$ cat config.mk
export PLATFORM = sky130hd
export DESIGN_NAME = execute
export DESIGN_NICKNAME = d
export VERILOG_FILES = /design/src/verilog/sys_defs_pkg.sv /design/src/verilog/execute.sv
export SDC_FILE = /design/constraint.sdc
export NUM_CORES = 1
export LEC_CHECK = 0
export BUFFER_PORTS_ARGS = -buffer_cell sky130_fd_sc_hd__buf_2
export CAP_MARGIN = 20
export CELL_PAD_IN_SITES_DETAIL_PLACEMENT = 1
export CELL_PAD_IN_SITES_GLOBAL_PLACEMENT = 1
export CORE_MARGIN = 2
export CORE_UTILIZATION = 44
export DETAILED_ROUTE_END_ITERATION = 7
export GPL_TIMING_DRIVEN = 0
export PLACE_DENSITY_LB_ADDON = 0.2
export RECOVER_POWER = 25
export SYNTH_ARGS = -nofsm -noshare
export SYNTH_HDL_FRONTEND = slang
export SYNTH_SLANG_ARGS = --single-unit
$ cat constraint.sdc
create_clock -name clock -period 6.79 [get_ports clock]
set_input_delay 0.3395 -clock clock [delete_from_list [all_inputs] [get_ports clock]]
set_output_delay 0.3395 -clock clock [all_outputs]
set_load 0.03 [all_outputs]
$ cat src/verilog/sys_defs_pkg.sv
package sys_defs_pkg;

    localparam int xlen = 32;
    localparam int tag_bits = 3;

    // Tag 0 means the operand value is already present
    typedef logic [tag_bits-1:0] rs_tag_t;
    typedef logic [4:0] reg_idx_t;

    typedef struct packed {
        logic [6:0] funct7;
        reg_idx_t   rs2;
        reg_idx_t   rs1;
        logic [2:0] funct3;
        reg_idx_t   rd;
        logic [6:0] opcode;
    } r_type_t;

    typedef struct packed {
        logic [11:0] imm;
        reg_idx_t    rs1;
        logic [2:0]  funct3;
        reg_idx_t    rd;
        logic [6:0]  opcode;
    } i_type_t;

    // One instruction word, seen as R-type or I-type
    typedef union packed {
        r_type_t r_view;
        i_type_t i_view;
    } inst_t;

    typedef enum logic [2:0] {
        alu_add,
        alu_sub,
        alu_and,
        alu_or,
        alu_xor,
        alu_mul
    } alu_op_t;

    typedef enum logic {
        fu_alu,
        fu_mul
    } fu_class_t;

    typedef struct packed {
        logic              valid;
        fu_class_t         fu_class;
        alu_op_t           alu_op;
        reg_idx_t          dest;
        reg_idx_t          src1;
        reg_idx_t          src2;
        logic              use_imm;
        logic [xlen-1:0]   imm;
    } dispatch_packet_t;

    typedef struct packed {
        logic [xlen-1:0] value;
        rs_tag_t         tag;
    } operand_t;

    typedef struct packed {
        logic            valid;
        rs_tag_t         tag;
        alu_op_t         alu_op;
        logic [xlen-1:0] a;
        logic [xlen-1:0] b;
    } issue_packet_t;

    typedef struct packed {
        logic            valid;
        rs_tag_t         tag;
        logic [xlen-1:0] value;
    } cdb_packet_t;

endpackage

$ cat src/verilog/execute.sv
module execute (
    input  logic                            clock,
    input  logic                            reset,
    input  sys_defs_pkg::issue_packet_t     issue_alu,
    input  sys_defs_pkg::issue_packet_t     issue_mul,
    output logic                            alu_ready,
    output sys_defs_pkg::cdb_packet_t       cdb
);

    logic [sys_defs_pkg::xlen-1:0] alu_result;
    logic alu_valid;
    sys_defs_pkg::rs_tag_t alu_tag;
    logic [sys_defs_pkg::xlen-1:0] alu_value;

    // Multiplier stages 1 to 3
    logic [3:1] mul_valid;
    sys_defs_pkg::rs_tag_t mul_tag [1:3];
    logic [sys_defs_pkg::xlen-1:0] mul_a;
    logic [sys_defs_pkg::xlen-1:0] mul_b;
    logic [sys_defs_pkg::xlen-1:0] mul_prod [2:3];

    always_comb begin
        case (issue_alu.alu_op)
            sys_defs_pkg::alu_sub: alu_result = issue_alu.a - issue_alu.b;
            sys_defs_pkg::alu_and: alu_result = issue_alu.a & issue_alu.b;
            sys_defs_pkg::alu_or:  alu_result = issue_alu.a | issue_alu.b;
            sys_defs_pkg::alu_xor: alu_result = issue_alu.a ^ issue_alu.b;
            default:               alu_result = issue_alu.a + issue_alu.b;
        endcase
    end

    // The held ALU result either is empty or goes out this cycle
    assign alu_ready = !alu_valid || !mul_valid[3];

    always_ff @(posedge clock or posedge reset) begin
        if (reset) begin
            alu_valid <= 1'b0;
            mul_valid <= '0;
        end else begin
            if (issue_alu.valid) begin
                alu_valid <= 1'b1;
            end else if (!mul_valid[3]) begin
                alu_valid <= 1'b0;
            end
            mul_valid <= {mul_valid[2:1], issue_mul.valid};
        end
    end

    always_ff @(posedge clock) begin
        if (issue_alu.valid) begin
            alu_tag <= issue_alu.tag;
            alu_value <= alu_result;
        end
        mul_tag[1] <= issue_mul.tag;
        mul_a <= issue_mul.a;
        mul_b <= issue_mul.b;
        mul_tag[2] <= mul_tag[1];
        mul_prod[2] <= mul_a * mul_b;   // low word only
        mul_tag[3] <= mul_tag[2];
        mul_prod[3] <= mul_prod[2];
    end

    // Multiplier has the bus first since its pipeline cannot stall
    always_comb begin
        if (mul_valid[3]) begin
            cdb.valid = 1'b1;
            cdb.tag = mul_tag[3];
            cdb.value = mul_prod[3];
        end else begin
            cdb.valid = alu_valid;
            cdb.tag = alu_tag;
            cdb.value = alu_value;
        end
    end

endmodule

==> flow_summary.json <==
{
  "clk_pin_slew_ns": 0.07,
  "hold_start": "issue_alu[69]",
  "rsz0062_at_grt": "yes",
  "antenna_found_initial": 4,
  "synth.most_common_cell": "inv_1",
  "drv_slew": 0,
  "r2r-start": "mul_b[3]",
  "ff2ff_setup_slack_ns": -0.21,
  "cap_viol_max_count": 0,
  "port_buffers": 177,
  "rows": 85,
  "drive_above_1_share": 0.152,
  "synthTopCellsByArea": "fa_1 34%, dfxtp_1 11%, ha_1 11%, inv_1 7.4%, and2_1 7.3%",
  "firstDrtPassIters": 4,
  "critPathKind": "reg2reg",
  "max_clock_freq_mhz": 143,
  "setup_viol": 5,
  "fp.dieH_um": 237,
  "ant_nets": 0,
  "path_max_fanout": 6,
  "synth.cell_area_sq_mm": 0.0239,
  "violations": "setup timing",
  "area_growth_pct": 17.3,
  "drtIter0Drc": 806,
  "nets": 3588,
  "synth-seq-area-share": 0.163,
  "slew_headroom": 0.281,
  "routedWlPerCell_um": 23.3,
  "grt_max_degree": 37,
  "clockBufferDepth": 2,
  "startpoint_type": "register",
  "grt_pass1_vias": 21300,
  "avgViaCountPerCell": 5.26,
  "critPathArrivalTime_ns": 7.36,
  "top_level_ports": 181,
  "hold_depth": 1,
  "syn_nets": 3302,
  "grt_overflow": 0,
  "yosysWarnings": 0,
  "core_area_sq_mm": 0.0538,
  "cts.sinks": 176,
  "drc": 0,
  "timing.rr.end": "mul_prod[1][29]",
  "yosys.area.top_type": "fa_1",
  "clockRootBuffer": "clkbuf_16",
  "htreeDepth": 4,
  "hold_viol": 0,
  "fin_crit_ns": 7.00,
  "r2r_cells": 26,
  "status": "complete, but fails checks",
  "routed_wl_um": 82200,
  "synth.top_cells.by_count": "472 x inv_1, 409 x fa_1, 289 x nand2_1",
  "place.detailed.hpwl_um": 66600,
  "finClkSkew_ns": 0.0181,
  "setup_slack_ns": -0.212,
  "netlist_instances": 2530,
  "vias": 18600,
  "die_w_um": 237,
  "cts_tree": "yes",
  "utilization": 0.521,
  "synth_top_flop_cell": "dfxtp_1",
  "clock_latency_ns": 0.49,
  "tightest_slew_ns": 1.08,
  "synth_cell_types": 65,
  "routabilityCongestion": 0.944,
  "synth_edf_count": 35,
  "ys_ff_latch": 176,
  "async_flop_share": 0.0227,
  "hold_path_class": "in2reg",
  "cp.required_ns": 7.15,
  "period_share": 1.03,
  "grt_pass1_wl_um": 127000,
  "track_usage": 0.303,
  "initial_core_util": 0.444,
  "post-synth-top-area-fraction": 0.343,
  "setup_tns_ns": -0.773,
  "endpoint_kind": "register",
  "hold_end": "alu_tag[2]",
  "die-area_sq_mm": 0.0562,
  "numCtsBuffers": 17,
  "avgSynthCellArea_sq_um": 9.45
}
-- sequential cells by signal, summed over array words and instances, names as in the netlist --
name and cells:
mul_prod 64, alu_value 32, mul_a 32, mul_b 32, mul_tag 9, alu_tag 3, mul_valid 3, alu_valid 1
-- how the worst max path moves through the flow --
stage                      end  depth (start not counted)      from  slack [ns]
5_1_grt        mul_prod[1][29]                         25  mul_b[2]       -0.43
2_1_floorplan  mul_prod[1][28]                         23  mul_b[3]      0.0009
6_report       mul_prod[1][29]                         26  mul_b[3]       -0.21
3_3_place_gp   mul_prod[1][29]                         24  mul_a[3]       -1.71
4_1_cts        mul_prod[1][28]                         23  mul_b[2]       -0.21
3_5_place_dp   mul_prod[1][29]                         24  mul_a[3]       -1.83
-- stage by stage --
| stage | hold slack [ns] | setup WS [ns] | area, sq um | cells |
|---|---|---|---|---|
| 2_1_floorplan | 0.106 | 0.000888 | 23900 | 2530 |
| 3_3_place_gp | 0.234 | -1.71 | 25700 | 3403 |
| 3_5_place_dp | 0.247 | -1.83 | 25700 | 3403 |
| 4_1_cts | 0.0103 | -0.208 | 27800 | 3512 |
| 5_1_grt | 0.0186 | -0.431 | 28000 | 3527 |
| 6_report | 0.0371 | -0.212 | 28000 | 3527 |
-- routing by layer --
| layer | GRT usage | share of wire | vias up |
|---|---|---|---|
| li1 | - | - | 8315 |
| met1 | 0.371 | 0.41 | 9604 |
| met2 | 0.530 | 0.49 | 471 |
| met3 | 0.0360 | 0.043 | 162 |
| met4 | 0.153 | 0.053 | 4 |
| met5 | 0 | 0.00036 | - |
-- worst max-delay path, stage by stage (launching register included) --
cell and delay (ns):
dfxtp_4 0.35, clkbuf_16 0.16, clkbuf_16 0.15, and2_1 0.15, fa_1 0.51, inv_1 0.05, fa_2 0.34, fa_1 0.60
inv_2 0.06, fa_1 0.49, ha_1 0.32, ha_1 0.30, inv_1 0.07, fa_1 0.43, fa_1 0.52, inv_1 0.07
ha_4 0.24, and3_4 0.18, a31o_4 0.24, or4_4 0.50, o211ai_4 0.24, a31oi_4 0.15, o211ai_1 0.20, buf_4 0.16
nor2b_1 0.12, o21ai_0 0.11, xor2_1 0.16
-- cells in the final DEF (no fill, tap or decap), types with 48 or more instances in the layout --
master         Yosys  final
o21ai_0           50     48
nand2_1          289    289
xnor2_1          111    110
fa_1             409    398
dlygate4sd3_1      0     69
buf_2              0    180
nor2_1            67     66
and2_1           277    273
a21oi_1           79     76
dfxtp_1          137    108
inv_1            472    470
ha_1             219    208
-- timing repair --
item,in CTS,in global routing
hold endpoints to repair,72,0
endpoints found under the setup margin,20,9
gates cloned,2,0
pin swaps,23,16
hold buffers,69,0
setup buffers,11,14
resized for setup,216,41
-- layout make-up --
type	count	area [sq um]
Timing Repair Buffer	273	1800
Multi-Input combinational cell	1773	18100
Antenna cell	2	5.00
Clock buffer	18	429
Clock inverter	14	198
Sequential cell	176	3960
Inverter	472	1770
Tap cell	696	871
Fill cell	6092	25800
Buffer	103	913
-- cell families after synthesis --
logic type / synth area share
xor gates and xnor gates: 0.0520
muxes: 0.0177
DFF: 0.163
buffers and inverters: 0.0912
AOI/OAI and AO/OA: 0.0710
adders and majority gates: 0.457
and+or+nand+nor: 0.148
Power is left out: the tool's default activity adds up to more than one toggle a clock period on the data nets, which glitch-free logic cannot reach.
