## config.mk

```make
export PLATFORM = sky130hd
export DESIGN_NAME = rs
export DESIGN_NICKNAME = d
export VERILOG_FILES = /design/src/verilog/sys_defs_pkg.sv /design/src/verilog/rs.sv
export SDC_FILE = /design/constraint.sdc
export NUM_CORES = 1
export LEC_CHECK = 0
export BUFFER_PORTS_ARGS = -buffer_cell sky130_fd_sc_hd__buf_2
export CAP_MARGIN = 25
export CORE_UTILIZATION = 45
export CTS_BUF_LIST = sky130_fd_sc_hd__clkbuf_16
export CTS_CLUSTER_DIAMETER = 100
export DETAILED_ROUTE_END_ITERATION = 12
export GPL_TIMING_DRIVEN = 0
export PLACE_DENSITY_LB_ADDON = 0.3
export SLEW_MARGIN = 20
export SYNTH_ARGS = -nofsm -noshare
export SYNTH_HDL_FRONTEND = slang
export SYNTH_SLANG_ARGS = --single-unit
```

## constraint.sdc

```tcl
create_clock -name clock -period 5.6 [get_ports clock]
set_input_delay 1.12 -clock clock [delete_from_list [all_inputs] [get_ports clock]]
set_output_delay 1.12 -clock clock [all_outputs]
set_load 0.01 [all_outputs]
```

## src/verilog/sys_defs_pkg.sv

```systemverilog
package sys_defs_pkg;

    localparam int xlen = 32;
    localparam int tag_bits = 3;

    // Tag 0 means the operand value is already present
    typedef logic [tag_bits-1:0] rs_tag_t;
    typedef logic [4:0] reg_idx_t;

    typedef struct packed {
        logic [6:0] funct7;
        reg_idx_t   rs2;
        reg_idx_t   rs1;
        logic [2:0] funct3;
        reg_idx_t   rd;
        logic [6:0] opcode;
    } r_type_t;

    typedef struct packed {
        logic [11:0] imm;
        reg_idx_t    rs1;
        logic [2:0]  funct3;
        reg_idx_t    rd;
        logic [6:0]  opcode;
    } i_type_t;

    // One instruction word, seen as R-type or I-type
    typedef union packed {
        r_type_t r_view;
        i_type_t i_view;
    } inst_t;

    typedef enum logic [2:0] {
        alu_add,
        alu_sub,
        alu_and,
        alu_or,
        alu_xor,
        alu_mul
    } alu_op_t;

    typedef enum logic {
        fu_alu,
        fu_mul
    } fu_class_t;

    typedef struct packed {
        logic              valid;
        fu_class_t         fu_class;
        alu_op_t           alu_op;
        reg_idx_t          dest;
        reg_idx_t          src1;
        reg_idx_t          src2;
        logic              use_imm;
        logic [xlen-1:0]   imm;
    } dispatch_packet_t;

    typedef struct packed {
        logic [xlen-1:0] value;
        rs_tag_t         tag;
    } operand_t;

    typedef struct packed {
        logic            valid;
        rs_tag_t         tag;
        alu_op_t         alu_op;
        logic [xlen-1:0] a;
        logic [xlen-1:0] b;
    } issue_packet_t;

    typedef struct packed {
        logic            valid;
        rs_tag_t         tag;
        logic [xlen-1:0] value;
    } cdb_packet_t;

endpackage

```

## src/verilog/rs.sv

```systemverilog
module rs #(
    parameter int alu_entries = 3,
    parameter int mul_entries = 2
) (
    input  logic                            clock,
    input  logic                            reset,
    input  sys_defs_pkg::dispatch_packet_t  packet,
    input  sys_defs_pkg::operand_t          op1,
    input  sys_defs_pkg::operand_t          op2,
    output logic                            alloc_done,
    output sys_defs_pkg::rs_tag_t           alloc_tag,
    input  sys_defs_pkg::cdb_packet_t       cdb,
    input  logic                            alu_ready,
    output sys_defs_pkg::issue_packet_t     issue_alu,
    output sys_defs_pkg::issue_packet_t     issue_mul,
    output logic                            idle
);

    localparam int total = alu_entries + mul_entries;

    typedef struct packed {
        sys_defs_pkg::alu_op_t  alu_op;
        sys_defs_pkg::operand_t a;
        sys_defs_pkg::operand_t b;
    } entry_t;

    entry_t entries [1:total];
    logic [total:1] busy;
    logic [total:1] issued;
    logic [total:1] ready;
    sys_defs_pkg::operand_t op2_sel;

    function automatic sys_defs_pkg::rs_tag_t tag_of(int idx);
        return sys_defs_pkg::rs_tag_t'(idx);
    endfunction

    // Low entries feed the ALU, the rest the multiplier
    function automatic sys_defs_pkg::fu_class_t class_of(int idx);
        return (idx <= alu_entries) ? sys_defs_pkg::fu_alu : sys_defs_pkg::fu_mul;
    endfunction

    function automatic sys_defs_pkg::issue_packet_t make_issue(int idx);
        sys_defs_pkg::issue_packet_t p;
        p.valid = 1'b1;
        p.tag = tag_of(idx);
        p.alu_op = entries[idx].alu_op;
        p.a = entries[idx].a.value;
        p.b = entries[idx].b.value;
        return p;
    endfunction

    // Lowest free entry of the packet's class
    always_comb begin
        alloc_tag = '0;
        for (int i = total; i >= 1; i--) begin
            if (!busy[i] && class_of(i) == packet.fu_class) begin
                alloc_tag = tag_of(i);
            end
        end
        alloc_done = packet.valid && alloc_tag != '0;
    end

    always_comb begin
        op2_sel = op2;
        if (packet.use_imm) begin
            op2_sel.value = packet.imm;
            op2_sel.tag = '0;
        end
    end

    always_comb begin
        for (int i = 1; i <= total; i++) begin
            ready[i] = busy[i] && !issued[i]
                       && entries[i].a.tag == '0 && entries[i].b.tag == '0;
        end
    end

    // Walk downward so the lowest ready index wins per unit
    always_comb begin
        issue_alu = '0;
        issue_mul = '0;
        for (int i = total; i >= 1; i--) begin
            if (ready[i] && class_of(i) == sys_defs_pkg::fu_alu) begin
                issue_alu = make_issue(i);
                issue_alu.valid = alu_ready;
            end else if (ready[i]) begin
                issue_mul = make_issue(i);
            end
        end
    end

    assign idle = !packet.valid && busy == '0;

    always_ff @(posedge clock or posedge reset) begin
        if (reset) begin
            busy <= '0;
            issued <= '0;
        end else begin
            for (int i = 1; i <= total; i++) begin
                if (alloc_done && alloc_tag == tag_of(i)) begin
                    busy[i] <= 1'b1;
                    issued[i] <= 1'b0;
                end else if (cdb.valid && cdb.tag == tag_of(i)) begin
                    // Own result on the bus, entry and tag become free
                    busy[i] <= 1'b0;
                    issued[i] <= 1'b0;
                end else if ((issue_alu.valid && issue_alu.tag == tag_of(i))
                             || (issue_mul.valid && issue_mul.tag == tag_of(i))) begin
                    issued[i] <= 1'b1;
                end
            end
        end
    end

    always_ff @(posedge clock) begin
        for (int i = 1; i <= total; i++) begin
            if (alloc_done && alloc_tag == tag_of(i)) begin
                entries[i].alu_op <= packet.alu_op;
                entries[i].a <= op1;
                entries[i].b <= op2_sel;
            end else begin
                // Capture waiting operands from the bus
                if (cdb.valid && entries[i].a.tag != '0 && entries[i].a.tag == cdb.tag) begin
                    entries[i].a.value <= cdb.value;
                    entries[i].a.tag <= '0;
                end
                if (cdb.valid && entries[i].b.tag != '0 && entries[i].b.tag == cdb.tag) begin
                    entries[i].b.value <= cdb.value;
                    entries[i].b.tag <= '0;
                end
            end
        end
    end

endmodule

```

==> flow_summary.ini <==
[logic_synthesis]
ys_seq_area_share_pct = 60.4
ys.warnings.count = 0
yosys.area_share.adder_pct = 0
synth_edf_count = 365
synth_top_family_by_area = multiplexers
synth_area_leaders = edfxtp_1, mux2_2, nor2_1
synthSimpleGateAreaFrac_pct = 6.62
synth_mux_area_share_pct = 21.4
yosysTopAreaCellShare_pct = 59.1
syn_avg_cell_area_um2 = 14.7
yosys.area_share.xor_xnor_pct = 1.32
synth_seq_cells = 375
synth_compound_area_share_pct = 7.55
syn_inst = 1263
netlist_area_um2 = 18600
postSynth.asyncResetShare_pct = 2.67
synth_top_area_cell = edfxtp_1
synth_cell_types = 56
ys.flop_type = edfxtp_1

[clock_tree]
cts_root_buf = clkbuf_16
post_cts_buffers = 0
clk_latency_ns = 0.55
ctsResizeCount = 0
htreeDepth = 2
clk_path_buf_depth = 3
cts.sinks = 375
cts-buffers-inserted = 41
cts_hold_buffers = 0
cts_tree = yes
path_clk_slew_ns = 0.06

[routing]
vias = 12800
wl_um = 54800
drt_iter0_drc = 1096
avgViaCountPerCell = 5.87
drt_pass1_iterations = 5
wl_per_cell_um = 25.2
ant_nets = 0
remaining_drc_errors = 0

[critical_path]
r2r_setup_slack_ns = 2.56
critPathKind = reg2out
worstReg2RegEnd = entries[0][81]
cp_max_fo = 10
path_common_cell = clkbuf_1
cp.arrival_ns = 3.57
crit_slowest_cell = clkbuf_1
cp_num_buf_inv = 4
worst_setup_path_end_kind = primary output
path_delay_family = buffers and inverters
crit_cells = 8
worst-endpoint-required_ns = 4.48
r2r_cells = 6
crit_chain = nor4_1 > and2_1 > clkbuf_1 > clkbuf_1 > clkbuf_1 > a221oi_1 > nor2_1 > buf_2
r2r-start = busy[1]
crit_start = entries[0][109]
cp-start-kind = flip-flop
crit_end = issue_alu[48]
cpPeakStageDelay_ns = 0.57

[floorplan]
rows = 74
die_h_um = 205
die_area_um2 = 42100
io_pins = 309
coreArea_um2 = 40700
die_w_um = 205
initial_core_util_pct = 45.6

[timing]
skew_ns = 0.0297
hold-worst-slack_ns = 0.546
rsz0062_at_grt = no
setup_violations = 0
fin_crit_sh_pct = 83.7
setup_tns_ns = 0
finalHoldViolCount = 0
fmax_mhz = 213
tightest_slew_ns = 1.02
setup_slack_ns = 0.911
drv_slew = 0
maxSlewHeadroom_pct = 31.9
period_needed_ns = 4.69

[power_and_ir_drop]
peakVddDrop_uv = 173
intPower_w = 0.00559
p_leak_nw = 8.48
pwr-share-clk_pct = 36.9
p_seq_share_pct = 48.3
pwr-share-comb_pct = 14.8
switching_power_w = 0.00184
power_w = 0.00743
sw_frac_of_total_pct = 24.8
power_density_nw_per_um2 = 331

[global_route]
grt_pass1_vias = 12400
antenna_found_initial = 3
grt_util_all_layers_pct = 25.7
grt_pass1_wl_um = 78600
grt-ovfl-total = 0
grt_max_degree = 22

[cells_and_area]
seqCellArea_um2 = 11200
mostFrequentLayoutCells = edfxtp_1, mux2_2, buf_2, nor2_1
layout_commonest_cell = edfxtp_1
drive_gt1_share_pct = 47.7
fill_cells = 3382
multiInputGateArea_um2 = 6960
area_growth_pct = 21.1
nNetsFinal = 1774

[place]
place_congestion = 0.866
port_buffers = 286
place_hpwl_um = 38600
dpl_worst_slack_ns = 1.47

[run]
cap_viol_max_count = 0

[hold_path]
hold_class = in2async

[run_status]
status = finished, final reports clean
==> worst min-delay path by stage <==
stage	slack [ns]	end
after floorplan	0.49	busy[3]
after global placement	0.51	issued[5]
after detailed placement	0.52	issued[5]
after CTS	0.54	issued[1]
after global routing	0.55	issued[5]
final	0.55	busy[5]
==> Yosys cell counts, types with 2 or more instances <==
library cell,count
a211oi_1,4
a21boi_0,2
a21o_1,3
a21oi_1,2
a221oi_1,67
a22o_1,67
a31oi_1,2
and2_1,2
buf_2,22
buf_4,19
buf_6,6
clkbuf_1,42
dfrtp_1,10
edfxtp_1,365
inv_1,6
mux2_1,6
mux2_2,346
nand2_1,13
nand2b_1,8
nand3_1,5
nand3b_1,2
nor2_1,159
nor2_2,3
nor2b_1,17
nor3_1,9
nor3b_4,2
nor4_1,3
nor4_4,3
nor4b_1,3
o211a_1,2
o21ai_0,3
o21bai_1,3
o31ai_1,3
or4_1,5
or4b_1,2
xnor2_1,9
xor2_1,19
==> state kept, by name (all words and copies together) (netlist names) <==
name	count
entries	365
issued	5
busy	5
==> cell type report <==
type / count / area share (%)
Timing Repair Buffer: 305 / 7.92
Buffer: 89 / 2.13
Antenna cell: 1 / 0.0111
Tap cell: 532 / 2.96
Sequential cell: 375 / 49.9
Clock inverter: 27 / 1.22
Inverter: 7 / 0.117
Clock buffer: 43 / 4.79
Multi-Input combinational cell: 793 / 31.0
==> worst register-to-register path: stages, from the launching register on <==
cell	delay (ns)
dfrtp_1	0.42
nor2_1	0.07
nand2_1	0.23
inv_1	0.27
nor4_4	0.92
buf_2	0.46
mux2_2	0.39
==> layer usage <==
| layer | vias up | global-route usage, % | share of wire [%] |
|---|---|---|---|
| met5 | - | 0 | 0.038 |
| met4 | 4 | 8.31 | 2.9 |
| met3 | 93 | 5.33 | 8.2 |
| met2 | 563 | 41.3 | 47 |
| met1 | 6460 | 34.6 | 42 |
| li1 | 5636 | - | - |
==> power groups by stage <==
| stage | Combinational, W | Clock (W) | Sequential (W) |
|---|---|---|---|
| after floorplan | 0.000615 | 0 | 0.00363 |
| after global placement | 0.000952 | 0 | 0.00368 |
| after detailed placement | 0.00109 | 0 | 0.00364 |
| after CTS | 0.00110 | 0.00278 | 0.00359 |
| after global routing | 0.00117 | 0.00288 | 0.00361 |
| final | 0.00110 | 0.00274 | 0.00359 |
==> metrics by stage <==
step / instance area, um2 / instances / utilization (%)
after floorplan: 18600 / 1264 / -
after global placement: 20700 / 2082 / 50.7
after detailed placement: 21100 / 2101 / 51.8
after CTS: 22500 / 2171 / 55.2
after global routing: 22500 / 2171 / 55.2
final: 22500 / 2172 / 55.2
==> kinds of logic after synthesis <==
group	after synthesis
buffers and inverters	96
other	1
flip-flops	375
AO/OA/AOI/OAI	164
multiplexers	352
XOR/XNOR	28
AND/OR/NAND/NOR	247
(Power assumes the default switching activity.)
