--- src/verilog/sys_defs_pkg.sv ---
package sys_defs_pkg;

    localparam int xlen = 32;
    localparam int tag_bits = 3;

    // Tag 0 means the operand value is already present
    typedef logic [tag_bits-1:0] rs_tag_t;
    typedef logic [4:0] reg_idx_t;

    typedef struct packed {
        logic [6:0] funct7;
        reg_idx_t   rs2;
        reg_idx_t   rs1;
        logic [2:0] funct3;
        reg_idx_t   rd;
        logic [6:0] opcode;
    } r_type_t;

    typedef struct packed {
        logic [11:0] imm;
        reg_idx_t    rs1;
        logic [2:0]  funct3;
        reg_idx_t    rd;
        logic [6:0]  opcode;
    } i_type_t;

    // One instruction word, seen as R-type or I-type
    typedef union packed {
        r_type_t r_view;
        i_type_t i_view;
    } inst_t;

    typedef enum logic [2:0] {
        alu_add,
        alu_sub,
        alu_and,
        alu_or,
        alu_xor,
        alu_mul
    } alu_op_t;

    typedef enum logic {
        fu_alu,
        fu_mul
    } fu_class_t;

    typedef struct packed {
        logic              valid;
        fu_class_t         fu_class;
        alu_op_t           alu_op;
        reg_idx_t          dest;
        reg_idx_t          src1;
        reg_idx_t          src2;
        logic              use_imm;
        logic [xlen-1:0]   imm;
    } dispatch_packet_t;

    typedef struct packed {
        logic [xlen-1:0] value;
        rs_tag_t         tag;
    } operand_t;

    typedef struct packed {
        logic            valid;
        rs_tag_t         tag;
        alu_op_t         alu_op;
        logic [xlen-1:0] a;
        logic [xlen-1:0] b;
    } issue_packet_t;

    typedef struct packed {
        logic            valid;
        rs_tag_t         tag;
        logic [xlen-1:0] value;
    } cdb_packet_t;

endpackage

--- src/verilog/dispatch.sv ---
module dispatch (
    input  logic                            clock,
    input  logic                            reset,
    input  logic                            inst_valid,
    input  sys_defs_pkg::inst_t             inst,
    output logic                            inst_ready,
    input  logic                            alloc_done,
    output sys_defs_pkg::dispatch_packet_t  packet
);

    localparam logic [6:0] opcode_op = 7'b0110011;
    localparam logic [6:0] opcode_op_imm = 7'b0010011;

    // add x0, x0, x0
    localparam sys_defs_pkg::dispatch_packet_t nop = '{
        valid: 1'b1,
        fu_class: sys_defs_pkg::fu_alu,
        alu_op: sys_defs_pkg::alu_add,
        default: '0
    };

    sys_defs_pkg::dispatch_packet_t decoded;
    sys_defs_pkg::dispatch_packet_t pending;
    logic pending_valid;
    logic accept;

    always_comb begin
        decoded = nop;
        case (inst.r_view.opcode)
            opcode_op: begin
                decoded.dest = inst.r_view.rd;
                decoded.src1 = inst.r_view.rs1;
                decoded.src2 = inst.r_view.rs2;
                case ({inst.r_view.funct7, inst.r_view.funct3})
                    {7'b0000000, 3'b000}: decoded.alu_op = sys_defs_pkg::alu_add;
                    {7'b0100000, 3'b000}: decoded.alu_op = sys_defs_pkg::alu_sub;
                    {7'b0000000, 3'b111}: decoded.alu_op = sys_defs_pkg::alu_and;
                    {7'b0000000, 3'b110}: decoded.alu_op = sys_defs_pkg::alu_or;
                    {7'b0000000, 3'b100}: decoded.alu_op = sys_defs_pkg::alu_xor;
                    {7'b0000001, 3'b000}: begin
                        decoded.alu_op = sys_defs_pkg::alu_mul;
                        decoded.fu_class = sys_defs_pkg::fu_mul;
                    end
                    default: decoded = nop;
                endcase
            end
            opcode_op_imm: begin
                decoded.dest = inst.i_view.rd;
                decoded.src1 = inst.i_view.rs1;
                decoded.use_imm = 1'b1;
                decoded.imm = {{20{inst.i_view.imm[11]}}, inst.i_view.imm};
                case (inst.i_view.funct3)
                    3'b000: decoded.alu_op = sys_defs_pkg::alu_add;
                    3'b111: decoded.alu_op = sys_defs_pkg::alu_and;
                    3'b110: decoded.alu_op = sys_defs_pkg::alu_or;
                    3'b100: decoded.alu_op = sys_defs_pkg::alu_xor;
                    default: decoded = nop;
                endcase
            end
            default: decoded = nop;
        endcase
    end

    // Room when empty or when the held packet leaves this cycle
    assign inst_ready = !pending_valid || alloc_done;
    assign accept = inst_valid && inst_ready;

    always_ff @(posedge clock or posedge reset) begin
        if (reset) begin
            pending_valid <= 1'b0;
        end else if (accept) begin
            pending_valid <= 1'b1;
        end else if (alloc_done) begin
            pending_valid <= 1'b0;
        end
    end

    always_ff @(posedge clock) begin
        if (accept) begin
            pending <= decoded;
        end
    end

    always_comb begin
        packet = pending;
        packet.valid = pending_valid;
    end

endmodule

--- config.mk ---
export PLATFORM = sky130hd
export DESIGN_NAME = dispatch
export DESIGN_NICKNAME = d
export VERILOG_FILES = /design/src/verilog/sys_defs_pkg.sv /design/src/verilog/dispatch.sv
export SDC_FILE = /design/constraint.sdc
export NUM_CORES = 1
export LEC_CHECK = 0
export ABC_CLOCK_PERIOD_IN_PS = 1650
export BUFFER_PORTS_ARGS = -buffer_cell sky130_fd_sc_hd__buf_2
export CAP_MARGIN = 20
export CORE_UTILIZATION = 39
export DETAILED_ROUTE_END_ITERATION = 16
export PLACE_DENSITY = 0.86
export SLEW_MARGIN = 30
export SYNTH_ARGS = -nofsm -noshare
export SYNTH_HDL_FRONTEND = slang
export SYNTH_SLANG_ARGS = --single-unit
--- constraint.sdc ---
create_clock -name clock -period 1.65 [get_ports clock]
set_input_delay 0.165 -clock clock [delete_from_list [all_inputs] [get_ports clock]]
set_output_delay 0.165 -clock clock [all_outputs]
set_load 0.01 [all_outputs]
==> key figures, run 1 <==
Final layout
  – Share of layout cells above drive strength 1: 54.59%
  – Fin util: 55.02%
  – Register area: 985.9 um^2
  – Filler Cell Count: 313
  – Antenna Cells: 0
  – Multi-input gate area: 404.1 um^2
  – Final instance area: 2044 um^2
  – Final #Nets: 231
  – Layout Area Growth over Synthesis: 32.41%
  – Most frequent cells in the layout: 89 x buf_2, 32 x edfxtp_1, 17 x and2_1
  – Commonest non-fill, non-tap cell in the layout: buf_2

Logic synthesis
  – FF+latch count, synth: 33
  – Synth warn: 0
  – Mux share of post-synthesis cell area: 0%
  – Syn nets: 152
  – Post-Synthesis Cells: 116
  – Compound-gate portion of the synthesized area: 4.943%
  – Post-Synth Adder-Cell Area: 0%
  – Largest family of logic cells by synthesized area: simple AND/OR/NAND/NOR gates
  – Post-Synth Simple-Gate Area: 19.77%
  – Synth Area in XOR/XNOR: 0%
  – Yosys cell types: 27
  – Mapped cell area: 1544 um^2
  – Sequential area share after synthesis: 63.86%
  – Avg Inst Size Synth: 13.31 um^2

Worst setup path
  – Buf+Inv Stages, Crit Path: 1
  – CP peak stage delay: 0.55 ns
  – Crit end category: flip-flop
  – CP required: 1.74 ns
  – Reg2reg path depth: 3
  – R2R Setup Slk: 0.43 ns
  – Arr. time, crit path: 1.69 ns
  – Crit Path Category: in -> reg
  – Startpoint types: input port
  – CP max stage cell: or4_4
  – FF-to-FF End: packet[48]
  – Worst path cell trace: buf_2 > or4_4 > or3b_4 > or3_4 > o41ai_2
  – Critical Path Fanout Max: 3
  – Reg2reg start: pending_valid
  – Cell family with most CP delay: simple AND/OR/NAND/NOR gates

Clock network
  – Clk sinks: 33
  – CTS H-tree depth: 2
  – CTS tree: yes
  – TritonCTS buffer count: 5
  – Worst-Skew Late Latency: 0.28 ns
  – CTS Buffer Depth: 2
  – Clk slew on worst S/H paths: 0.06 ns
  – Clock root buffer: clkbuf_8

Place
  – Placed inst area: 1923 um^2
  – Port Buffers: 89
  – Gpl congestion: 0.8091

STA
  – Post-Route Skew: 0.005911 ns
  – Minimum clock period: 1.606 ns
  – Fin Setup TNS: 0 ns
  – Unrepaired setup endpoints after global routing: no
  – Fin crit share: 97.31%
  – Final setup violation count: 0
  – Max frequency: 622.8 MHz
  – Final hold vios: 0
  – Worst slew pin tran: 0.4068 ns
  – Rel. slew slack: 72.52%
  – Max-slew violation count: 0

GRT
  – Antenna violations before repair: 0
  – Largest net degree at the start of global routing: 22
  – GRT Util Overall: 15.78%
  – Vias in the first global route: 977
  – GRT overflow: 0
  – First-pass GRT wire length: 4.671 mm

Power and ir drop
  – Lkg Pwr: 0.9981 nW
  – Power Dens Cells: 863.8 nW/um^2
  – Switching Share: 22.05%
  – VDD IR max: 0.3000 mV
  – Internal power: 0.001377 W
  – Combinational power share: 11.1%
  – Reg power frac: 54.5%
  – Clk pwr share: 34.4%
  – Net Switching: 0.0003893 W

Job
  – Max Cap Violations: 0

Routing
  – Vias: 1171
  – Post-route ant nets: 0
  – Drt pass-1 iters: 4
  – Drt wl/cell: 12.80 um
  – DR DRC count: 0
  – Final WL: 3.124 mm
  – Vias per std cell: 4.799
  – Detailed Route Iter0 Violations: 52

Min path
  – Min-delay src: inst_valid
  – Hold Path End: pending_valid
  – Type of the most critical hold path: in -> reg
  – Hold depth: 2

Floorplanning
  – Die Span X: 64.92 um
  – Starting density of the core: 41.55%
  – I/O pins: 90
  – Die Area: 4215 um^2
  – Core Box Area: 3716 um^2
  – Row count: 22
  – Die height: 64.92 um

Outcome
  – Outcome: finished, final reports clean
power by group through the flow:
stage / clock network (W) / logic [W] / registers [W]
after global placement: 0 / 0.000186 / 0.000979
after global routing: 0.000657 / 0.000215 / 0.000965
after CTS: 0.000620 / 0.000192 / 0.000963
after detailed placement: 0 / 0.000189 / 0.000981
after floorplan: 0 / 0.0000828 / 0.000999
final: 0.000608 / 0.000195 / 0.000963
synth_stat cells:
master	instances	area [um^2]
o21ai_2	1	8.760
and2_1	18	112.6
nor3_2	1	10.01
o41ai_1	2	17.52
or4_4	1	11.26
a31oi_1	1	6.260
nor2b_1	1	6.260
o31a_1	1	8.760
o32a_1	1	10.01
and3_1	11	68.82
dfrtp_1	1	25.02
nand2b_1	3	18.77
a2111o_1	1	11.26
a211o_1	1	8.760
inv_1	3	11.26
nand3_1	2	10.01
a21oi_1	1	5.000
nand2_1	2	7.510
or3_4	1	11.26
nor2_1	4	15.01
nor3b_1	1	7.510
nor4b_1	1	8.760
buf_4	21	157.7
or3b_4	1	11.26
edfxtp_1	32	960.9
clkbuf_1	2	7.510
nand4_1	1	6.260
timing repair:
action	4_1_cts	5_1_grt
setup buffers	0	0
hold buffers	1	0
endpoints found under the hold margin	1	0
endpoints found under the setup margin	4	10
gates resized for setup	1	2
pin swaps	0	1
cells by family after synthesis:
| group | after synthesis |
|---|---|
| and+or+nand+nor | 48 |
| AOI/OAI and AO/OA | 9 |
| buffers and inverters | 26 |
| DFF | 33 |
registers in the layout, indices dropped and copies added (netlist names):
signal and count:
packet 32, pending_valid 1
metal layers:
| layer | up-vias | wire, um | GRT usage (%) |
|---|---|---|---|
| met5 | - | 0 | 0 |
| met2 | 84 | 1520 | 26.30 |
| li1 | 557 | - | - |
| met1 | 520 | 1181 | 16.59 |
| met3 | 10 | 320 | 5.106 |
| met4 | 0 | 101 | 11.39 |
stage by stage:
step / cells / hold slack [ns] / setup slack (ns) / total power [W]
after floorplan: 116 / -0.1063 / -0.04682 / 0.001082
after global placement: 235 / 0.001747 / -0.2575 / 0.001166
after detailed placement: 235 / 0.0008486 / -0.2940 / 0.001170
after CTS: 244 / 0.07553 / 0.01029 / 0.001776
after global routing: 244 / 0.09600 / 0.02758 / 0.001837
final: 244 / 0.07675 / 0.04431 / 0.001766
worst max-delay path by stage:
stage | from | to | slack (ns) | depth (start not counted)
floorplan | inst[26] | packet[48] | -0.05 | 4
global placement | inst[26] | packet[36] | -0.26 | 5
detailed placement | inst[26] | packet[34] | -0.29 | 5
CTS | inst[26] | packet[48] | 0.01 | 5
global route | inst[26] | packet[48] | 0.03 | 5
finish | inst[26] | packet[48] | 0.04 | 5
area by class of cell:
| cell class | count | area share (%) |
|---|---|---|
| multi-input combinational | 57 | 19.77 |
| inverter | 3 | 0.5508 |
| tap | 48 | 2.938 |
| clock buffer | 8 | 4.406 |
| sequential | 33 | 48.23 |
| timing repair buffer | 95 | 24.11 |
(Power assumes the default switching activity.)
==> run 2, diff against run 1 <==
- CELL_PAD_IN_SITES_DETAIL_PLACEMENT: not set -> 1
- CELL_PAD_IN_SITES_GLOBAL_PLACEMENT: not set -> 1
- CORE_UTILIZATION: 39 -> 29
- PLACE_DENSITY: 0.86 -> 0.85
==> run 2 against run 1 <==
  * Critical path depth grew 1
  * Utilization shrank 15 points
  * Largest cell class unchanged
  * Sequential cell count is the same
  * Highest routed layer unchanged
  * Critical endpoint is now packet[44]
==> key figures, run 2 (synthesis results as in run 1) <==
Worst setup path
  – Reg2reg start: pending_valid (unchanged)
  – Buf+Inv Stages, Crit Path: 2 (was 1)
  – Critical Path Fanout Max: 10 (was 3)
  – Crit path from: inst[26] (unchanged)
  – Crit path to: packet[44] (was packet[48])
  – Arr. time, crit path: 1.75 ns (was 1.69 ns)
  – CP required: 1.79 ns (was 1.74 ns)
  – CP max stage cell: or4_4 (unchanged)
  – Crit Path Category: in -> reg (unchanged)
  – Worst path cell trace: buf_2 > or4_4 > or3b_4 > o21ai_2 > buf_6 > and3_1 (was buf_2 > or4_4 > or3b_4 > or3_4 > o41ai_2)
  – Critical Path Stages: 6 (was 5)
  – R2R Setup Slk: 0.48 ns (was 0.43 ns)
  – FF-to-FF End: packet[32] (was packet[48])
  – Startpoint types: input port (unchanged)
  – Reg2reg path depth: 3 (unchanged)
  – CP peak stage delay: 0.55 ns (about the same)
  – Crit end category: flip-flop (unchanged)
  – Cell family with most CP delay: simple AND/OR/NAND/NOR gates (unchanged)

Clock network
  – Clk sinks: 33 (unchanged)
  – CTS Buffer Depth: 2 (unchanged)
  – Setup Fix Bufs, Post-CTS: 0 (unchanged)
  – Worst-Skew Late Latency: 0.28 ns (about the same)
  – CTS H-tree depth: 2 (unchanged)
  – Clk slew on worst S/H paths: 0.06 ns (about the same)
  – CTS tree: yes (unchanged)
  – Clock root buffer: clkbuf_8 (unchanged)
  – TritonCTS buffer count: 5 (unchanged)

Place
  – Setup Slack @ Placement: -0.2449 ns (was -0.2940 ns)
  – Gpl congestion: 0.7547 (was 0.8091)
  – Port Buffers: 89 (unchanged)
  – Inst Count DP: 256 (was 235)
  – Placed inst area: 1956 um^2 (was 1923 um^2)
  – Final HPWL DP: 2.688 mm

Power and ir drop
  – Lkg Pwr: 0.9842 nW (was 0.9981 nW)
  – VDD IR max: 0.2643 mV (was 0.3000 mV)
  – Pwr Total: 0.001712 W (was 0.001766 W)
  – Power Dens Cells: 834.5 nW/um^2 (was 863.8 nW/um^2)

STA
  – Unrepaired setup endpoints after global routing: no (unchanged)
  – Worst slew pin tran: 0.4392 ns (was 0.4068 ns)
  – Final hold vios: 0 (unchanged)
  – Fin worst setup slack: 0.03655 ns (was 0.04431 ns)
  – Max frequency: 619.8 MHz (was 622.8 MHz)
  – Rel. slew slack: 70.72% (was 72.52%)
  – Max-slew violation count: 0 (unchanged)
  – Post-Route Skew: 0.002583 ns (was 0.005911 ns)
  – Final hold slack: 0.09214 ns (was 0.07675 ns)
  – Fin crit share: 97.78% (was 97.31%)
  – Minimum clock period: 1.613 ns (was 1.606 ns)
  – Final setup violation count: 0 (unchanged)

Routing
  – Drt wl/cell: 13.22 um (was 12.80 um)
  – Post-route ant nets: 0 (unchanged)
  – Final WL: 3.489 mm (was 3.124 mm)
  – DR DRC count: 0 (unchanged)
  – Detailed Route Iter0 Violations: 37 (was 52)
  – Vias: 1168 (was 1171)
  – Drt pass-1 iters: 4 (unchanged)
  – Vias per std cell: 4.424 (was 4.799)

Final layout
  – Final instance area: 2052 um^2 (was 2044 um^2)
  – Max reg flops: 32 (unchanged)
  – Most frequent cells in the layout: 89 x buf_2, 32 x edfxtp_1, 17 x and2_1 (unchanged)
  – Filler Cell Count: 596 (was 313)
  – Multi-input gate area: 389.1 um^2 (was 404.1 um^2)
  – Register area: 985.9 um^2 (unchanged)
  – Antenna Cells: 0 (unchanged)
  – Final #Nets: 230 (was 231)
  – Finished Layout Cells: 264 (was 244)
  – Commonest non-fill, non-tap cell in the layout: buf_2 (unchanged)
  – Layout Area Growth over Synthesis: 32.90% (was 32.41%)
  – Share of layout cells above drive strength 1: 53.61% (was 54.59%)

GRT
  – Largest net degree at the start of global routing: 33 (was 22)
  – First-pass GRT wire length: 4.878 mm (was 4.671 mm)
  – GRT Util Overall: 11.93% (was 15.78%)
  – GRT overflow: 0 (unchanged)
  – Antenna violations before repair: 0 (unchanged)
  – Vias in the first global route: 1084 (was 977)

Floorplanning
  – Row count: 26 (was 22)
  – Core Box Area: 5107 um^2 (was 3716 um^2)
  – I/O pins: 90 (unchanged)
  – Die height: 74.97 um (was 64.92 um)
  – Die Span X: 74.97 um (was 64.92 um)
  – Die Area: 5620 um^2 (was 4215 um^2)
  – Starting density of the core: 30.23% (was 41.55%)

Outcome
  – Outcome: finished, final reports clean (unchanged)

Min path
  – Type of the most critical hold path: in -> reg (unchanged)

Job
  – Max Cap Violations: 0 (unchanged)
==> run 2: per-layer routing <==
| layer | track usage, % | up-vias | wire, um |
|---|---|---|---|
| met5 | 0 | - | 0 |
| met4 | 5.241 | 0 | 56 |
| met3 | 3.213 | 5 | 239 |
| met2 | 21.82 | 60 | 1898 |
| met1 | 12.87 | 550 | 1294 |
| li1 | - | 553 | - |
==> run 2: layout make-up <==
cell class | instances | share of cell area, %
multi-input cells | 57 | 18.96
inverters | 3 | 0.5488
clock inverters | 1 | 0.1829
clock buffers | 6 | 3.537
well taps | 70 | 4.268
flip-flops and latches | 33 | 48.05
repair buffers | 94 | 24.45
==> run 2: worst min path at each step <==
stage | endpoint | startpoint | cells after the start
after floorplan | pending_valid | reset | 1
after global placement | pending_valid | reset | 2
after detailed placement | pending_valid | reset | 2
after CTS | pending_valid | inst_valid | 2
after global routing | pending_valid | inst_valid | 2
final | pending_valid | inst_valid | 2
==> run 2: report_power, final <==
part | total [W] | internal [W] | switching, W
Combinational | 0.000201 | 0.0000905 | 0.000111
Clock | 0.000548 | 0.000284 | 0.000264
Sequential | 0.000963 | 0.000951 | 0.0000115
Total | 0.00171 | 0.00133 | 0.000387
==> run 2: timing repair <==
item | CTS | global route
hold buffers | 1 | 0
hold endpoints to repair | 1 | 0
endpoints found under the setup margin | 0 | 5
gates resized for setup | 0 | 2
==> run 2: through the flow <==
| step | utilization [%] | setup TNS, ns |
|---|---|---|
| detailed placement | 38.29 | -4.012 |
| global placement | 38.29 | -3.609 |
| CTS | 39.98 | 0 |
| global route | 40.18 | 0 |
| floorplan | - | -0.04682 |
| finish | 40.18 | 0 |
==> run 3, diff against run 2 <==
- BUFFER_PORTS_ARGS: -buffer_cell sky130_fd_sc_hd__buf_2 -> -buffer_cell sky130_fd_sc_hd__buf_4
==> run 3 against run 2 <==
  * Sequential power is essentially flat
  * Critical path depth decreased by 1
  * Fmax is 2.0% lower
  * Utilization rose by 4.5 points
  * Highest routed layer unchanged
==> key figures, run 3 (synthesis results as in run 1) <==
Floorplanning
  – Die Span X: 74.97 um (unchanged)
  – Die height: 74.97 um (unchanged)
  – Row count: 26 (unchanged)
  – Starting density of the core: 30.23% (unchanged)
  – Core Box Area: 5107 um^2 (unchanged)
  – Die Area: 5620 um^2 (unchanged)
  – I/O pins: 90 (unchanged)

STA
  – Unrepaired setup endpoints after global routing: no (unchanged)
  – Minimum clock period: 1.646 ns (was 1.613 ns)
  – Max frequency: 607.4 MHz (was 619.8 MHz)
  – Fin worst setup slack: 0.003536 ns (was 0.03655 ns)
  – Worst slew pin tran: 0.5759 ns (was 0.4392 ns)
  – Fin Setup TNS: 0 ns (unchanged)
  – Max-slew violation count: 0 (unchanged)
  – Fin crit share: 99.79% (was 97.78%)
  – Final hold vios: 0 (unchanged)
  – Final setup violation count: 0 (unchanged)
  – Rel. slew slack: 61.61% (was 70.72%)
  – Post-Route Skew: 0.007735 ns (was 0.002583 ns)

GRT
  – GRT overflow: 0 (unchanged)
  – Vias in the first global route: 1075 (was 1084)
  – Antenna violations before repair: 0 (unchanged)
  – First-pass GRT wire length: 5.299 mm (was 4.878 mm)
  – Largest net degree at the start of global routing: 33 (unchanged)
  – GRT Util Overall: 13.35% (was 11.93%)

Power and ir drop
  – Pwr Total: 0.001764 W (was 0.001712 W)
  – Clk pwr share: 30.8% (was 32.0%)
  – VDD IR max: 0.2872 mV (was 0.2643 mV)
  – Reg power frac: 54.7% (was 56.2%)
  – Internal power: 0.001376 W (was 0.001325 W)
  – Lkg Pwr: 1.052 nW (was 0.9842 nW)
  – Power Dens Cells: 773.0 nW/um^2 (was 834.5 nW/um^2)
  – Net Switching: 0.0003878 W (was 0.0003869 W)
  – Switching Share: 21.98% (was 22.60%)
  – Combinational power share: 14.5% (was 11.8%)

Worst setup path
  – CP required: 1.71 ns (was 1.79 ns)
  – Buf+Inv Stages, Crit Path: 1 (was 2)
  – Cell family with most CP delay: simple AND/OR/NAND/NOR gates (unchanged)
  – Arr. time, crit path: 1.71 ns (was 1.75 ns)
  – Critical Path Fanout Max: 3 (was 10)
  – CP peak stage delay: 0.54 ns (was 0.55 ns)
  – Crit end category: flip-flop (unchanged)
  – Crit Path Category: in -> reg (unchanged)
  – Startpoint types: input port (unchanged)
  – CP max stage cell: or4_4 (unchanged)
  – Worst path cell trace: buf_4 > or4_4 > or3b_4 > or3_4 > o41ai_1 (was buf_2 > or4_4 > or3b_4 > o21ai_2 > buf_6 > and3_1)

Final layout
  – Register area: 985.9 um^2 (unchanged)
  – Filler Cell Count: 568 (was 596)
  – Final #Nets: 231 (was 230)
  – Layout Area Growth over Synthesis: 47.81% (was 32.90%)
  – Antenna Cells: 0 (unchanged)
  – Final instance area: 2282 um^2 (was 2052 um^2)
  – Max reg flops: 32 (unchanged)
  – Multi-input gate area: 389.1 um^2 (unchanged)
  – Share of layout cells above drive strength 1: 53.85% (was 53.61%)
  – Most frequent cells in the layout: 92 x buf_4, 32 x edfxtp_1, 17 x and2_1 (was 89 x buf_2, 32 x edfxtp_1, 17 x and2_1)
  – Commonest non-fill, non-tap cell in the layout: buf_4 (was buf_2)

Routing
  – Drt wl/cell: 14.02 um (was 13.22 um)
  – Post-route ant nets: 0 (unchanged)
  – Detailed Route Iter0 Violations: 39 (was 37)
  – Drt pass-1 iters: 3 (was 4)
  – Final WL: 3.714 mm (was 3.489 mm)
  – Vias: 1154 (was 1168)
  – DR DRC count: 0 (unchanged)
  – Vias per std cell: 4.355 (was 4.424)

Place
  – Placed inst area: 2186 um^2 (was 1956 um^2)
  – Final HPWL DP: 2.893 mm (was 2.688 mm)
  – Gpl congestion: 0.7904 (was 0.7547)
  – Port Buffers: 89 (unchanged)
  – Setup Slack @ Placement: -0.2788 ns (was -0.2449 ns)

Clock network
  – Clk sinks: 33 (unchanged)
  – Setup Fix Bufs, Post-CTS: 0 (unchanged)
  – Worst-Skew Late Latency: 0.28 ns (about the same)
  – Clk slew on worst S/H paths: 0.06 ns (about the same)
  – CTS H-tree depth: 2 (unchanged)
  – Clock root buffer: clkbuf_8 (unchanged)
  – CTS tree: yes (unchanged)
  – CTS Buffer Depth: 2 (unchanged)
  – TritonCTS buffer count: 5 (unchanged)

Outcome
  – Outcome: finished, final reports clean (unchanged)

Min path
  – Type of the most critical hold path: in -> reg (unchanged)

Job
  – Max Cap Violations: 0 (unchanged)
run 3: cell type report:
cell class | count | area share (%)
clock buffers | 6 | 3.180
clock inverters | 1 | 0.1645
inverters | 3 | 0.4934
multi-input cells | 57 | 17.05
flip-flops and latches | 33 | 43.20
well taps | 70 | 3.838
repair buffers | 95 | 32.07
run 3: timing repair:
| action | in CTS | in global routing |
|---|---|---|
| endpoints found under the hold margin | 1 | 0 |
| resized for setup | 0 | 2 |
| setup endpoints to repair | 0 | 5 |
| hold buffers | 1 | 0 |
run 3: power groups by stage:
| stage | combinational (W) | sequential, W | clock [W] |
|---|---|---|---|
| 2_1_floorplan | 0.0000828 | 0.000999 | 0 |
| 6_report | 0.000255 | 0.000965 | 0.000544 |
| 3_5_place_dp | 0.000253 | 0.000984 | 0 |
| 3_3_place_gp | 0.000248 | 0.000981 | 0 |
| 5_1_grt | 0.000275 | 0.000968 | 0.000594 |
| 4_1_cts | 0.000256 | 0.000966 | 0.000565 |
run 3: through the flow:
| step | instances | hold slack, ns | util [%] |
|---|---|---|---|
| 2_1_floorplan | 116 | -0.1063 | - |
| 3_3_place_gp | 257 | 0.01012 | 42.80 |
| 3_5_place_dp | 257 | 0.01343 | 42.80 |
| 4_1_cts | 265 | 0.09314 | 44.49 |
| 5_1_grt | 265 | 0.1047 | 44.68 |
| 6_report | 265 | 0.1031 | 44.68 |
run 3: path summary, 6_finish.rpt:
kind,startpoint,end,slack (ns),cells past startpoint
max,inst[26],packet[48],0.004,5
min,inst_valid,pending_valid,0.10,2
max reg2reg,pending_valid,packet[44],0.43,3
min reg2reg,pending_valid,pending_valid,0.57,2
max in group asynchronous,reset,pending_valid,1.28,3
min in group asynchronous,reset,pending_valid,0.28,3
run 3: worst reg2reg max path: cells and delay by family (launching register included):
family / cells / cell delay (ns)
buf+inv: 1 / 0.21
simple gates: 2 / 0.32
flops: 1 / 0.38
run 3: per-layer routing:
metal	vias to the layer above	share of wire (%)	global-route usage [%]	routed length (um)
met5	-	0	0	0
met3	8	8.3	3.614	309
li1	557	-	-	-
met1	529	37	14.13	1370
met4	0	2.6	7.966	95
met2	60	52	23.72	1938
